<file path="src/hdl/sms_defines.svh">
//============================
// Widths, divider period and download indexes for the cart loader
// Include in every RTL file that needs them
//============================
`ifndef SMS_DEFINES_SVH
`define SMS_DEFINES_SVH

// Bus widths
`define SMS_IOCTL_AW 25   // Host download address
`define SMS_ROM_AW 22     // Console ROM read address
`define SMS_ROMWR_AW 24   // External ROM write address

// Clock enable cycle in clk_sys ticks
`define SMS_CE_PERIOD 30

// Copier header in front of some images
`define SMS_HDR_BYTES 512

// Download indexes
`define SMS_CODE_INDEX 8'hFF   // Cheat code data
`define SMS_GG_INDEX 5'd2      // Game Gear image, low five bits

`endif

</file>
<file path="src/hdl/sms_pkg.sv">
//============================
// Shared bus and code word types of the cart loader
//============================
`include "sms_defines.svh"

package sms_pkg;

	// One beat of the host download stream
	typedef struct packed {
		logic                     wr;
		logic [`SMS_IOCTL_AW-1:0] addr;
		logic [7:0]               dout;
		logic                     download;
		logic [7:0]               index;
	} ioctl_t;

	// Console clock enables
	typedef struct packed {
		logic cpu;
		logic vdp;
		logic pix;
		logic sp;
	} ce_t;

	// ROM write request, toggle handshaked
	typedef struct packed {
		logic                     req;
		logic [`SMS_ROMWR_AW-1:0] addr;
		logic [7:0]               data;
	} rom_wr_t;

	typedef struct packed {
		logic [31:0] flags;    // Highest word
		logic [31:0] address;
		logic [31:0] compare;
		logic [31:0] replace;
	} cheat_fields_t;

	// Filled byte by byte, read field by field
	typedef union packed {
		cheat_fields_t   fields;
		logic [15:0][7:0] bytes;
	} cheat_code_u;

endpackage

</file>
<file path="src/hdl/clk_enable_gen.sv">
//============================
// Divides clk_sys into CPU, VDP, pixel and sprite enables
//============================
`timescale 1ns/1ps
`include "sms_defines.svh"

module clk_enable_gen (
	input  logic              clk_sys,
	input  logic              arst_n_i,
	output sms_pkg::ce_t      ce_o
);

	localparam int CNT_W = $clog2(`SMS_CE_PERIOD);
	localparam logic [CNT_W-1:0] CNT_LAST = CNT_W'(`SMS_CE_PERIOD - 1);

	logic [CNT_W-1:0] cnt;
	sms_pkg::ce_t     ce_nxt;
	sms_pkg::ce_t     ce_q;

	// Enable table per count
	always_comb begin
		ce_nxt     = '0;
		ce_nxt.sp  = cnt[0];                              // Every other tick
		ce_nxt.vdp = ((cnt % CNT_W'(5)) == CNT_W'(4));    // Every fifth tick
		ce_nxt.pix = ((cnt % CNT_W'(10)) == CNT_W'(9));   // Every tenth tick
		case (cnt)
			CNT_W'(9):  ce_nxt.cpu = 1'b1;
			CNT_W'(24): ce_nxt.cpu = 1'b1;   // CPU phase placed late in the cycle
			default: ;
		endcase
	end

	always_ff @(posedge clk_sys or negedge arst_n_i) begin
		if (!arst_n_i) begin
			cnt  <= '0;
			ce_q <= '0;
		end else begin
			cnt  <= (cnt == CNT_LAST) ? '0 : cnt + 1'b1;
			ce_q <= ce_nxt;
		end
	end

	assign ce_o = ce_q;

	// CPU steps only on a VDP slot
	a_cpu_on_vdp: assert property (@(posedge clk_sys) disable iff (!arst_n_i)
		ce_q.cpu |-> ce_q.vdp)
		else $error("ce cpu without ce vdp");

endmodule

</file>
<file path="src/hdl/rom_write_ctrl.sv">
//============================
// Cartridge bytes to ROM writes over a toggle req/ack pair
// Holds the host with wait_o until each write is acknowledged
//============================
`timescale 1ns/1ps
`include "sms_defines.svh"

module rom_write_ctrl (
	input  logic              clk_sys,
	input  logic              arst_n_i,
	input  sms_pkg::ioctl_t   ioctl_i,
	input  logic              cart_dl_i,
	output logic              wait_o,
	output sms_pkg::rom_wr_t  rom_wr_o,
	input  logic              rom_ack_i
);

	logic                     cart_dl_q;
	logic [`SMS_ROMWR_AW-1:0] wr_addr;
	logic                     req_q;
	logic                     wait_q;
	logic [7:0]               data_q;

	logic dl_start;
	logic wr_beat;
	logic ack_done;

	assign dl_start = cart_dl_i && !cart_dl_q;
	assign wr_beat  = ioctl_i.wr && cart_dl_i;
	assign ack_done = wait_q && (req_q == rom_ack_i);   // Memory caught up

	always_ff @(posedge clk_sys or negedge arst_n_i) begin
		if (!arst_n_i) begin
			cart_dl_q <= 1'b0;
			wr_addr   <= '0;
			req_q     <= 1'b0;
			wait_q    <= 1'b0;
		end else begin
			cart_dl_q <= cart_dl_i;

			if (dl_start)
				wr_addr <= '0;   // New image starts at the bottom
			else if (ack_done)
				wr_addr <= wr_addr + 1'b1;

			if (wr_beat) begin
				req_q  <= ~req_q;
				wait_q <= 1'b1;
			end else if (ack_done) begin
				wait_q <= 1'b0;
			end
		end
	end

	// Write byte
	always_ff @(posedge clk_sys) begin
		if (wr_beat)
			data_q <= ioctl_i.dout;
	end

	always_comb begin
		rom_wr_o.req  = req_q;
		rom_wr_o.addr = wr_addr;
		rom_wr_o.data = data_q;
	end

	assign wait_o = wait_q;

	// Host must hold off while a write is pending
	a_no_wr_in_wait: assert property (@(posedge clk_sys) disable iff (!arst_n_i)
		wait_q |-> !wr_beat)
		else $error("download write while wait_o high");

endmodule

</file>
<file path="src/hdl/cart_geometry.sv">
//============================
// Learns cartridge size masks and copier header from the download
// Maps console ROM reads onto the stored image
//============================
`timescale 1ns/1ps
`include "sms_defines.svh"

module cart_geometry (
	input  logic                   clk_sys,
	input  logic                   arst_n_i,
	input  sms_pkg::ioctl_t        ioctl_i,
	input  logic                   cart_dl_i,
	input  logic [`SMS_ROM_AW-1:0] rom_rd_addr_i,
	output logic [`SMS_ROM_AW-1:0] rom_raddr_o,
	output logic                   is_gg_o,
	output logic                   cart_loaded_o
);

	localparam logic [`SMS_ROM_AW-1:0] HDR_OFS = `SMS_ROM_AW'(`SMS_HDR_BYTES);

	logic                   cart_dl_q;
	logic [`SMS_ROM_AW-1:0] cart_mask;
	logic [`SMS_ROM_AW-1:0] hdr_mask;   // Mask of the image behind a header
	logic                   hdr_flag;
	logic                   is_gg;
	logic                   loaded;

	logic                   beat;
	logic                   dl_end;
	logic [`SMS_ROM_AW-1:0] beat_addr;

	assign beat      = ioctl_i.wr && cart_dl_i;
	assign dl_end    = cart_dl_q && !cart_dl_i;
	assign beat_addr = ioctl_i.addr[`SMS_ROM_AW-1:0];

	always_ff @(posedge clk_sys or negedge arst_n_i) begin
		if (!arst_n_i) begin
			cart_dl_q <= 1'b0;
			cart_mask <= '0;
			hdr_mask  <= '0;
			hdr_flag  <= 1'b0;
			is_gg     <= 1'b0;
			loaded    <= 1'b0;
		end else begin
			cart_dl_q <= cart_dl_i;

			if (beat) begin
				// Highest address bits seen so far
				if (ioctl_i.addr == '0)
					cart_mask <= '0;
				else
					cart_mask <= cart_mask | beat_addr;

				if (ioctl_i.addr == `SMS_IOCTL_AW'(`SMS_HDR_BYTES))
					hdr_mask <= '0;
				else
					hdr_mask <= hdr_mask | (beat_addr - HDR_OFS);

				is_gg  <= (ioctl_i.index[4:0] == `SMS_GG_INDEX);
				loaded <= 1'b1;   // Sticky until reset
			end

			// Host leaves addr at the byte count when done
			if (dl_end)
				hdr_flag <= ioctl_i.addr[9];
		end
	end

	// ROM read translation
	always_comb begin
		if (hdr_flag)
			rom_raddr_o = (rom_rd_addr_i + HDR_OFS) & hdr_mask;   // Skip header
		else
			rom_raddr_o = rom_rd_addr_i & cart_mask;
	end

	assign is_gg_o       = is_gg;
	assign cart_loaded_o = loaded;

endmodule

</file>
<file path="src/hdl/cheat_code_loader.sv">
//============================
// Builds one cheat code word from 16 downloaded bytes
//============================
`timescale 1ns/1ps
`include "sms_defines.svh"

module cheat_code_loader (
	input  logic                  clk_sys,
	input  logic                  arst_n_i,
	input  sms_pkg::ioctl_t       ioctl_i,
	input  logic                  code_dl_i,
	output sms_pkg::cheat_code_u  cheat_o,
	output logic                  code_valid_o
);

	sms_pkg::cheat_code_u code_q;
	logic                 valid_q;

	logic       beat;
	logic [3:0] ofs;
	logic [3:0] lane;

	assign beat = ioctl_i.wr && code_dl_i;
	assign ofs  = ioctl_i.addr[3:0];

	// Offset to byte lane of the word
	// Field order flips since flags sit on top, byte order within a field stays
	assign lane = {~ofs[3:2], ofs[1:0]};

	always_ff @(posedge clk_sys) begin
		if (beat)
			code_q.bytes[lane] <= ioctl_i.dout;
	end

	always_ff @(posedge clk_sys or negedge arst_n_i) begin
		if (!arst_n_i)
			valid_q <= 1'b0;
		else
			valid_q <= beat && (ofs == 4'hF);   // Last byte of the code
	end

	assign cheat_o      = code_q;
	assign code_valid_o = valid_q;

endmodule

</file>
<file path="src/hdl/sms_cart_loader.sv">
//============================
// Cart and cheat loading front end with console clock enables
//============================
`timescale 1ns/1ps
`include "sms_defines.svh"

module sms_cart_loader (
	input  logic                   clk_sys,
	input  logic                   arst_n_i,
	input  sms_pkg::ioctl_t        ioctl_i,
	output logic                   wait_o,
	output sms_pkg::rom_wr_t       rom_wr_o,
	input  logic                   rom_ack_i,
	input  logic [`SMS_ROM_AW-1:0] rom_rd_addr_i,
	output logic [`SMS_ROM_AW-1:0] rom_raddr_o,
	output logic                   is_gg_o,
	output logic                   cart_loaded_o,
	output sms_pkg::cheat_code_u   cheat_o,
	output logic                   cheat_valid_o,
	output sms_pkg::ce_t           ce_o
);

	//============================
	// Download type decode
	//============================
	logic code_idx;
	logic cart_dl;
	logic code_dl;

	assign code_idx = (ioctl_i.index == `SMS_CODE_INDEX);
	assign cart_dl  = ioctl_i.download && !code_idx;
	assign code_dl  = ioctl_i.download && code_idx;

	//============================
	// Blocks
	//============================
	clk_enable_gen u_ce (
		.clk_sys  (clk_sys),
		.arst_n_i (arst_n_i),
		.ce_o     (ce_o)
	);

	rom_write_ctrl u_romwr (
		.clk_sys   (clk_sys),
		.arst_n_i  (arst_n_i),
		.ioctl_i   (ioctl_i),
		.cart_dl_i (cart_dl),
		.wait_o    (wait_o),
		.rom_wr_o  (rom_wr_o),
		.rom_ack_i (rom_ack_i)
	);

	cart_geometry u_geom (
		.clk_sys       (clk_sys),
		.arst_n_i      (arst_n_i),
		.ioctl_i       (ioctl_i),
		.cart_dl_i     (cart_dl),
		.rom_rd_addr_i (rom_rd_addr_i),
		.rom_raddr_o   (rom_raddr_o),
		.is_gg_o       (is_gg_o),
		.cart_loaded_o (cart_loaded_o)
	);

	cheat_code_loader u_cheat (
		.clk_sys      (clk_sys),
		.arst_n_i     (arst_n_i),
		.ioctl_i      (ioctl_i),
		.code_dl_i    (code_dl),
		.cheat_o      (cheat_o),
		.code_valid_o (cheat_valid_o)
	);

endmodule

</file>
<file path="config.mk">
export PLATFORM = sky130hd
export DESIGN_NAME = sms_cart_loader
export DESIGN_NICKNAME = d
export VERILOG_FILES = /design/src/hdl/sms_pkg.sv /design/src/hdl/clk_enable_gen.sv /design/src/hdl/rom_write_ctrl.sv /design/src/hdl/cart_geometry.sv /design/src/hdl/cheat_code_loader.sv /design/src/hdl/sms_cart_loader.sv
export VERILOG_INCLUDE_DIRS = /design/src /design/src/hdl
export SDC_FILE = /design/constraint.sdc
export NUM_CORES = 1
export LEC_CHECK = 0
export ABC_AREA = 1
export BUFFER_PORTS_ARGS = -buffer_cell sky130_fd_sc_hd__buf_2
export CORE_UTILIZATION = 45
export DETAILED_ROUTE_END_ITERATION = 16
export PLACE_DENSITY_LB_ADDON = 0.05
export SLEW_MARGIN = 15
export SYNTH_ARGS = -nofsm -noshare
export SYNTH_HDL_FRONTEND = slang
export SYNTH_SLANG_ARGS = --single-unit
</file>
<file path="constraint.sdc">
create_clock -name clk_sys -period 5.05 [get_ports clk_sys]
set_clock_uncertainty 0.05 [all_clocks]
set_input_delay 1.01 -clock clk_sys [delete_from_list [all_inputs] [get_ports clk_sys]]
set_output_delay 1.01 -clock clk_sys [all_outputs]
set_load 0.005 [all_outputs]
</file>
---- After elaboration in Yosys (flattened, before gate mapping) ----
Index checks and enable logic that the tools add are counted.
word-level totals
  bits in registers ....................... 220
  output and inout bits ................... 191
operators by class
  reductions and logical operators ........ 16
  mux-type cells .......................... 12
  $lt $le $gt $ge ......................... 2
  bitwise gates (word level) .............. 6
  equality and inequality tests ........... 10
  divide/modulo/power cells ............... 2
  add/subtract/negate cells ............... 4
operators by type and width
  kind                                                        number
  bitwise mux 128 bit                                         1
  two-way mux 22 bit                                          3
  two-way mux 24 bit                                          2
  bitwise AND 22 bit                                          2
  OR 22 bit                                                   2
  demux 8 bit (select 4 bit)                                  1
  == test 25 x 10 -> 1 bit, second input constant             1
  logical NOT 25 bit                                          1
  adder 24 x 1 -> 24 bit, second input constant               1
  adder 22 x 10 -> 22 bit, second input constant              1
  subtractor 22 x 10 -> 22 bit, second input constant         1
  == test 5 x 4 -> 1 bit, second input constant               2
  == test 5 bit, second input constant                        2
  logical AND 1 bit                                           9
  == test 8 bit, second input constant                        1
  two-way mux 8 bit                                           1
  adder 5 x 1 -> 5 bit, second input constant                 1
  == test 5 x 2 -> 1 bit, second input constant               1
  == test 5 x 3 -> 1 bit, second input constant               1
  less-than comparator 4 x 5 -> 1 bit, second input constant  1
  remainder unit 5 x 3 -> 5 bit, second input constant        1
  remainder unit 5 x 4 -> 5 bit, second input constant        1
  two-way mux 5 bit                                           1
  == test 4 bit, second input constant                        1
  other kinds (8)                                             13

---- Depth between registers and ports, before layout ----
Gate-level depths: netlist (run 1).
  depth in word-level cells ............... 6
  gate-level depth with buffers ........... 12
  depth with buffers taken out ............ 12

---- Cells and area by module ----
Synthesis (run 1) repeated with hierarchy kept, for this count alone.
unflattened totals
  cell total of the unflattened synthesis .. 965
  area, all modules ....................... 9,751.9 um^2
by module, submodules not included
  module             times used  area an instance (um^2)  cells an instance
  cheat_code_loader  1           4,000.1                  164
  cart_geometry      1           3,064.2                  442
  rom_write_ctrl     1           1,934.4                  255
  clk_enable_gen     1           706.9                    94
  sms_cart_loader    1           46.3                     10

---- Worst setup path before layout (run 1) ----
Ideal clock, no wire load.
  path kind ............................... input to output
  from .................................... input port rom_rd_addr_i[9]
  to ...................................... output port rom_raddr_o[19]
  required time ........................... 3,990 ps
  setup slack ............................. 2,067 ps
  cell stages on the path ................. 9
  path buffers ............................ 0
  data arrival time ....................... 1,923 ps
  path through ............................ ha_1 -> nand2_1 -> nor2_2 -> nand3_1 -> nor2_2 -> nand2_1 -> o21bai_1 -> nand4_1 -> nand2_1
on the way
  word-level cells in the longest chain between the ends .. 3
ends and longest elaborated chain
  item                     RTL line               RTL
  start: declaration       sms_cart_loader.sv:14  input logic [`SMS_ROM_AW-1:0] rom_rd_addr_i,
  adder 22 x 10 -> 22 bit  cart_geometry.sv:72    rom_raddr_o = (rom_rd_addr_i + HDR_OFS) & hdr_mask;
  bitwise AND 22 bit       cart_geometry.sv:72
  two-way mux 22 bit       cart_geometry.sv:71    if (hdr_flag)
  end: declaration         sms_cart_loader.sv:15  output logic [`SMS_ROM_AW-1:0] rom_raddr_o,
Every way passes these cells.

---- Final worst setup path (run 1) ----
Ends and elaborated chain as after synthesis.

==> flow_summary_export.csv, run 1 <==
group,metric,value,unit
min_path,hold_path.class,"reg2reg",
setup_path,crit_top_cell,"nand2_1",
global_route,grt_remaining_overflow,0,
routing,ant_nets,0,
floorplanning,die_area,21100,µm²
setup_path,critPathKind,"in2out",
global_route,grt_pass1_vias,6476,
setup_path,cp_slowest_stage_delay,210,ps
setup_path,r2r_start,"u_ce.cnt[0]$_DFF_PN0_",
timing,rsz0062_at_grt,"false",
setup_path,slowest_stage,"nor2_2",
floorplanning,core_area,20200,µm²
routing,drtPass1Iterations,5,
setup_path,cp_max_fo,4,
routing,wl,23.9,mm
run_status,status,"finished, final reports clean",
min_path,hold_depth,2,
flow_run,cap_violations,0,
pwr,powerDensity,344,nW/µm²
setup_path,cp-start-kind,"input port",
layout,fin_area,11600,µm²
setup_path,crit_path_end,"rom_raddr_o[19]",
yosys,ys.flop_type,"edfxtp_1",
clock_tree,h-tree-depth,1,
yosys,yosys_register_bits,220,
setup_path,crit_chain,"buf_2 -> ha_1 -> nand2_1 -> nor2_2 -> nand3_1 -> nor2_2 -> nand2_1 -> o21bai_1 -> nand4_1 -> nand2_1 -> buf_2",
place,dp_cells,1363,
clock_tree,cts_buffers,24,
yosys,postSynthAreaPerCell,10.9,µm²
place,hpwl,17.3,mm
clock_tree,cts_resized,0,
yosys,yosysSeqAreaShare,66.9,%
global_route,grt_pass1_wl,36.9,mm
layout,area_delta_synth_final,25.3,%
routing,via_per_inst,4.91,
floorplanning,ioPinCount,259,
floorplanning,die_w,145,µm
global_route,grt_max_degree,67,
timing,layout_min_cycle_time,3450,ps
setup_path,cp.required,3990,ps
yosys,syn_nets,926,
yosys,ys_async_sr_fraction,38.2,%
routing,vias,6914,
yosys,netlist_area,9250,µm²
clock_tree,cts_tree,"built",
layout,fill_cells,1810,
pwr,p_leak,5.20,nW
floorplanning,die_h,145,µm
place,gp_congestion,0.873,
clock_tree,clk_latency,510,ps
timing,fin_tns_setup,0,ps
place,placed_cell_area,10800,µm²
routing,drc,0,
global_route,grt_antenna_before_repair,1,
timing,max_freq,290,MHz
place,port_buffers,258,
timing,final-setup-viol-count,0,
clock_tree,clock_sinks,220,
clock_tree,cts_max_path_buffers,3,
routing,first_iter_violations,359,
layout,fin_nets,1197,
timing,min_period_over_period,68.3,%
layout,stdcell_count,1408,
timing,maxSlewViolCount,0,
timing,relSlewSlack,38.8,%
yosys,synth-edff-count,136,
floorplanning,initial_core_util,45.9,%
floorplanning,rows,52,
setup_path,r2r_cells,11,
yosys,synth_warnings,0,
layout,drive_above_1_share,29.6,%
setup_path,r2r-end,"u_ce.ce_o[2]$_DFF_PN0_",
yosys,ys_types,40,
pwr,vdd_ir_drop_max,230,µV
setup_path,critPathCaptureType,"output pin",
clock_tree,hold_buffers,0,
clock_tree,cts_setup_buffers,0,
clock_tree,clock-root-buffer,"clkbuf_16",
timing,worst_pin_slew,918,ps
routing,wl_per_cell,17.0,µm
setup_path,crit_start,"rom_rd_addr_i[9]",
setup_path,regToRegSetupSlack,2970,ps
global_route,grt_util_all_layers,22.6,%
setup_path,critPathArrivalTime,2390,ps
timing,hold_viol_final,0,
yosys,syn_inst,848,
clock_tree,clkTransAtPathRegs,60,ps
[worst min-delay path by stage]
stage | slack, ps | start | to
final | 450 | u_geom.is_gg_o$_DFFE_PN0P_ | u_geom.is_gg_o$_DFFE_PN0P_
after global routing | 450 | u_geom.cart_loaded_o$_DFFE_PN0P_ | u_geom.cart_loaded_o$_DFFE_PN0P_
after CTS | 450 | u_geom.cart_loaded_o$_DFFE_PN0P_ | u_geom.cart_loaded_o$_DFFE_PN0P_
after detailed placement | 430 | u_geom.cart_loaded_o$_DFFE_PN0P_ | u_geom.cart_loaded_o$_DFFE_PN0P_
after global placement | 430 | u_geom.cart_dl_q$_DFF_PN0_ | u_geom.hdr_flag$_DFFE_PN0P_
after floorplan | 410 | u_geom.cart_dl_q$_DFF_PN0_ | u_geom.hdr_flag$_DFFE_PN0P_
[layout by cell type, fill, tap and decap left out, types with 2 or more instances in the layout]
master | netlist | layout
nand3b_1 | 2 | 2
inv_2 | 6 | 6
nor3_2 | 3 | 3
o21ai_1 | 6 | 6
nand3_4 | 2 | 2
nand4_1 | 20 | 20
nand2_2 | 5 | 5
ha_1 | 10 | 10
nor2_2 | 10 | 10
nor2_1 | 97 | 97
a21oi_1 | 51 | 51
clkbuf_16 | 0 | 24
clkinvlp_4 | 0 | 4
bufinv_16 | 0 | 2
nand2_1 | 132 | 132
nor2_4 | 6 | 6
o21a_1 | 3 | 3
nor3_1 | 12 | 12
a31oi_1 | 5 | 5
dfrtp_1 | 84 | 84
clkbuf_1 | 5 | 4
clkinv_1 | 0 | 3
o31ai_1 | 3 | 3
o21ai_0 | 32 | 32
xor2_1 | 7 | 7
buf_4 | 2 | 4
buf_2 | 5 | 257
inv_1 | 118 | 118
or2_2 | 2 | 2
clkinv_2 | 0 | 4
nand3_1 | 52 | 52
edfxtp_1 | 136 | 136
clkbuf_8 | 0 | 2
a21boi_1 | 2 | 2
o21bai_1 | 16 | 16
[sequential cells by signal, summed over array words and instances (netlist names)]
signal	count
u_ce.ce_o	4
u_ce.cnt	5
u_cheat.cheat_o	128
u_cheat.code_valid_o	1
u_geom.cart_dl_q	1
u_geom.cart_loaded_o	1
u_geom.cart_mask	22
u_geom.hdr_flag	1
u_geom.hdr_mask	22
u_geom.is_gg_o	1
u_romwr.data_q	8
u_romwr.req_q	1
u_romwr.wait_o	1
u_romwr.wr_addr	24
[worst max-delay path, delay by kind of cell]
| kind | cells | cell delay [ps] |
|---|---|---|
| simple gates | 7 | 860 |
| buf+inv | 2 | 220 |
| fa+ha+maj | 1 | 170 |
| compound gates | 1 | 130 |
[cell families after synthesis]
group | after synthesis | synth area share (%)
DFF | 220 | 66.9
and+or+nand+nor | 349 | 17.5
adders and majority gates | 10 | 1.35
buffers and inverters | 140 | 6.15
AOI/OAI and AO/OA | 122 | 7.43
xor gates and xnor gates | 7 | 0.663
[per-layer routing]
metal,GRT usage [%],vias to the layer above,part of all wire (%)
met5,0,-,0.042
met4,6.32,2,2.1
met3,4.73,40,6.4
met2,38.4,217,49
met1,29.4,3263,42
li1,-,3392,-
[synth_stat cells, types with 6 or more instances]
| library cell | count | area share, % |
|---|---|---|
| inv_1 | 118 | 4.8 |
| nor2_1 | 97 | 3.9 |
| o21bai_1 | 16 | 1.3 |
| xor2_1 | 7 | 0.66 |
| nor2_2 | 10 | 0.68 |
| a21oi_1 | 51 | 2.8 |
| nand3_1 | 52 | 2.8 |
| nor2_4 | 6 | 0.73 |
| inv_2 | 6 | 0.24 |
| edfxtp_1 | 136 | 44 |
| nor3_1 | 12 | 0.65 |
| dfrtp_1 | 84 | 23 |
| o21ai_0 | 32 | 1.7 |
| ha_1 | 10 | 1.4 |
| nand4_1 | 20 | 1.4 |
| o21ai_1 | 6 | 0.32 |
| nand2_1 | 132 | 5.4 |
[stage by stage]
step | hold slack (ps) | setup WS [ps] | power [mW] | utilization, %
2_1_floorplan | 408 | 2070 | 2.16 | -
3_3_place_gp | 430 | 1650 | 2.32 | 53.6
3_5_place_dp | 434 | 1620 | 2.32 | 53.6
4_1_cts | 451 | 1620 | 4.02 | 57.5
5_1_grt | 455 | 1450 | 4.13 | 57.5
6_report | 449 | 1600 | 3.99 | 57.5
[area by class of cell]
type | instances | area [µm²] | share of cell area, %
Sequential cell | 220 | 6190 | 53.4
Multi-Input combinational cell | 488 | 2500 | 21.6
Timing Repair Buffer | 261 | 1320 | 11.4
Clock buffer | 30 | 643 | 5.55
Inverter | 124 | 465 | 4.02
Tap cell | 270 | 338 | 2.91
Clock inverter | 14 | 138 | 1.19
Antenna cell | 1 | 2.50 | 0.0216
[report_power, final]
part           total [mW]  switching (mW)  internal, mW
combinational       0.300           0.195         0.105
clock                1.71           0.698          1.01
sequential           1.98          0.0349          1.95
(Power assumes the default switching activity.)
==> run 2: changes to the inputs <==
Clock period 5.05 ns to 3.6 ns, I/O delays scaled along.
==> run 2 against run 1 <==
Against the previous run: sequential share of layout area down 0.26 points; worst setup slack worse by 880 ps; die area unchanged; combinational power up 43%; register-to-register slack worse by 1500 ps; hold slack worse by 270 ps; critical path depth unchanged; clock-buffer cell count down 4; non-clock buffer count up 1; critical path type unchanged; critical endpoint unchanged; power up 44%.
==> flow_summary_export.csv, run 2 (synthesis gave the netlist of run 1 again) <==
group,metric,value,unit
run_status,status,"finished, final reports clean",
pwr,vdd_ir_drop_max,348,µV
timing,max_freq,348,MHz
floorplanning,initial_core_util,45.9,%
floorplanning,die_h,145,µm
setup_path,crit_chain,"buf_2 -> ha_1 -> nand2_1 -> nor2_2 -> nand3_1 -> nor2_2 -> nand2_1 -> o21bai_1 -> nand4_1 -> nand2_1 -> buf_2",
global_route,grt_remaining_overflow,0,
place,port_buffers,258,
place,gp_congestion,0.910,
routing,first_iter_violations,314,
layout,largest_reg_flops,128,
global_route,grt_antenna_before_repair,1,
clock_tree,clkTransAtPathRegs,60,ps
pwr,p_switching,1.29,mW
timing,rsz0062_at_grt,"false",
timing,min_period_over_period,79.9,%
setup_path,slowest_stage,"nor2_2",
clock_tree,hold_buffers,0,
timing,final-setup-viol-count,0,
place,hpwl,17.5,mm
global_route,grt_pass1_wl,37.3,mm
routing,ant_nets,0,
clock_tree,cts_max_path_buffers,3,
layout,final_common_cell,"buf_2",
timing,hold_viol_final,0,
setup_path,critPathKind,"in2out",
setup_path,cp-start-kind,"input port",
layout,layout_common_cells,"buf_2 (257), edfxtp_1 (136), nand2_1 (132), inv_1 (118), nor2_1 (97)",
clock_tree,cts_buffers,24,
timing,layout_min_cycle_time,2880,ps
pwr,p_leak,5.25,nW
setup_path,cp.required,2830,ps
pwr,comb_power_share,7.5,%
setup_path,critPathArrivalTime,2110,ps
layout,drive_above_1_share,29.8,%
layout,utilization,57.8,%
floorplanning,die_area,21100,µm²
timing,maxSlewViolCount,0,
timing,worst_pin_slew,697,ps
layout,fin_nets,1198,
clock_tree,cts_tree,"built",
setup_path,path_buf_inv,2,
pwr,switching_share,22.4,%
routing,drc,0,
clock_tree,clock-root-buffer,"clkbuf_16",
routing,vias,6935,
pwr,clockPowerShare,44.2,%
layout,fin_area,11600,µm²
clock_tree,clk_latency,520,ps
floorplanning,core_area,20200,µm²
min_path,hold_path.class,"in2async",
setup_path,cp_slowest_stage_delay,210,ps
setup_path,critPathCaptureType,"output pin",
global_route,grt_max_degree,46,
setup_path,regToRegSetupSlack,1480,ps
routing,drtPass1Iterations,7,
routing,wl,24.1,mm
timing,relSlewSlack,53.4,%
setup_path,crit_top_cell,"nand2_1",
pwr,pwr-share-seq,48.4,%
pwr,p_int,4.46,mW
layout,area_delta_synth_final,25.9,%
setup_path,crit_family,"simple AND/OR/NAND/NOR gates",
floorplanning,rows,52,
routing,wl_per_cell,17.1,µm
global_route,grt_pass1_vias,6628,
global_route,grt_util_all_layers,22.8,%
routing,via_per_inst,4.93,
clock_tree,cts_setup_buffers,0,
clock_tree,h-tree-depth,1,
place,placed_cell_area,10800,µm²
clock_tree,cts_resized,0,
setup_path,cp_max_fo,4,
timing,fin_tns_setup,0,ps
floorplanning,die_w,145,µm
pwr,powerDensity,493,nW/µm²
flow_run,cap_violations,0,
floorplanning,ioPinCount,259,
clock_tree,clock_sinks,220,
run 2: power by group through the flow:
stage / clock [mW] / combinational [mW] / sequential, mW
6_report: 2.54 / 0.429 / 2.78
5_1_grt: 2.70 / 0.487 / 2.78
4_1_cts: 2.59 / 0.435 / 2.78
3_5_place_dp: 0 / 0.434 / 2.83
3_3_place_gp: 0 / 0.433 / 2.83
2_1_floorplan: 0 / 0.211 / 2.82
run 2: per-stage QoR:
step                      setup slack (ps)  power (mW)  hold slack (ps)  std cells
after global placement                 762        3.26              401       1364
final                                  723        5.75              181       1408
after detailed placement               744        3.26              405       1364
after floorplan                       1200        3.03              374        848
after CTS                              743        5.81              197       1407
after global routing                   499        5.97              222       1408
run 2: path summary, 6_finish.rpt:
kind                                                  startpoint                               end  depth (start not counted)
worst max-delay path                            rom_rd_addr_i[9]                   rom_raddr_o[19]                         11
worst min-delay path                                    arst_n_i   u_romwr.wr_addr[15]$_DFFE_PN0P_                          1
worst max register to register             u_ce.cnt[0]$_DFF_PN0_            u_ce.ce_o[2]$_DFF_PN0_                         11
worst min register to register  u_geom.cart_loaded_o$_DFFE_PN0P_  u_geom.cart_loaded_o$_DFFE_PN0P_                          1
max in group asynchronous                               arst_n_i             u_ce.cnt[4]$_DFF_PN0_                          2
min in group clk_sys            u_geom.cart_loaded_o$_DFFE_PN0P_  u_geom.cart_loaded_o$_DFFE_PN0P_                          1
run 2: area by class of cell:
class,instances,area (µm²)
clock inverters,17,223
flip-flops and latches,220,6190
diodes,1,2.50
clock buffers,26,608
well taps,270,338
repair buffers,262,1320
multi-input cells,488,2500
fillers,1792,8520
inverters,124,465
run 2: routing by layer:
layer / global-route usage (%) / part of all wire, % / routed length [µm]
met1: 30.3 / 44 / 10500
met5: 0 / 0 / 0
met2: 37.8 / 48 / 11500
met3: 5.17 / 6.5 / 1570
met4: 6.32 / 2.2 / 528
run 2: worst reg2reg max path, cell delays in order (launching register included):
cell and delay [ps]:
dfrtp_1 460, inv_1 190, ha_1 170, nand4_1 170, nand3_1 160, nand2_1 70
and2_1 150, ha_1 280, nand2_1 60, nor2_1 40, a21oi_1 130, nor2_1 60
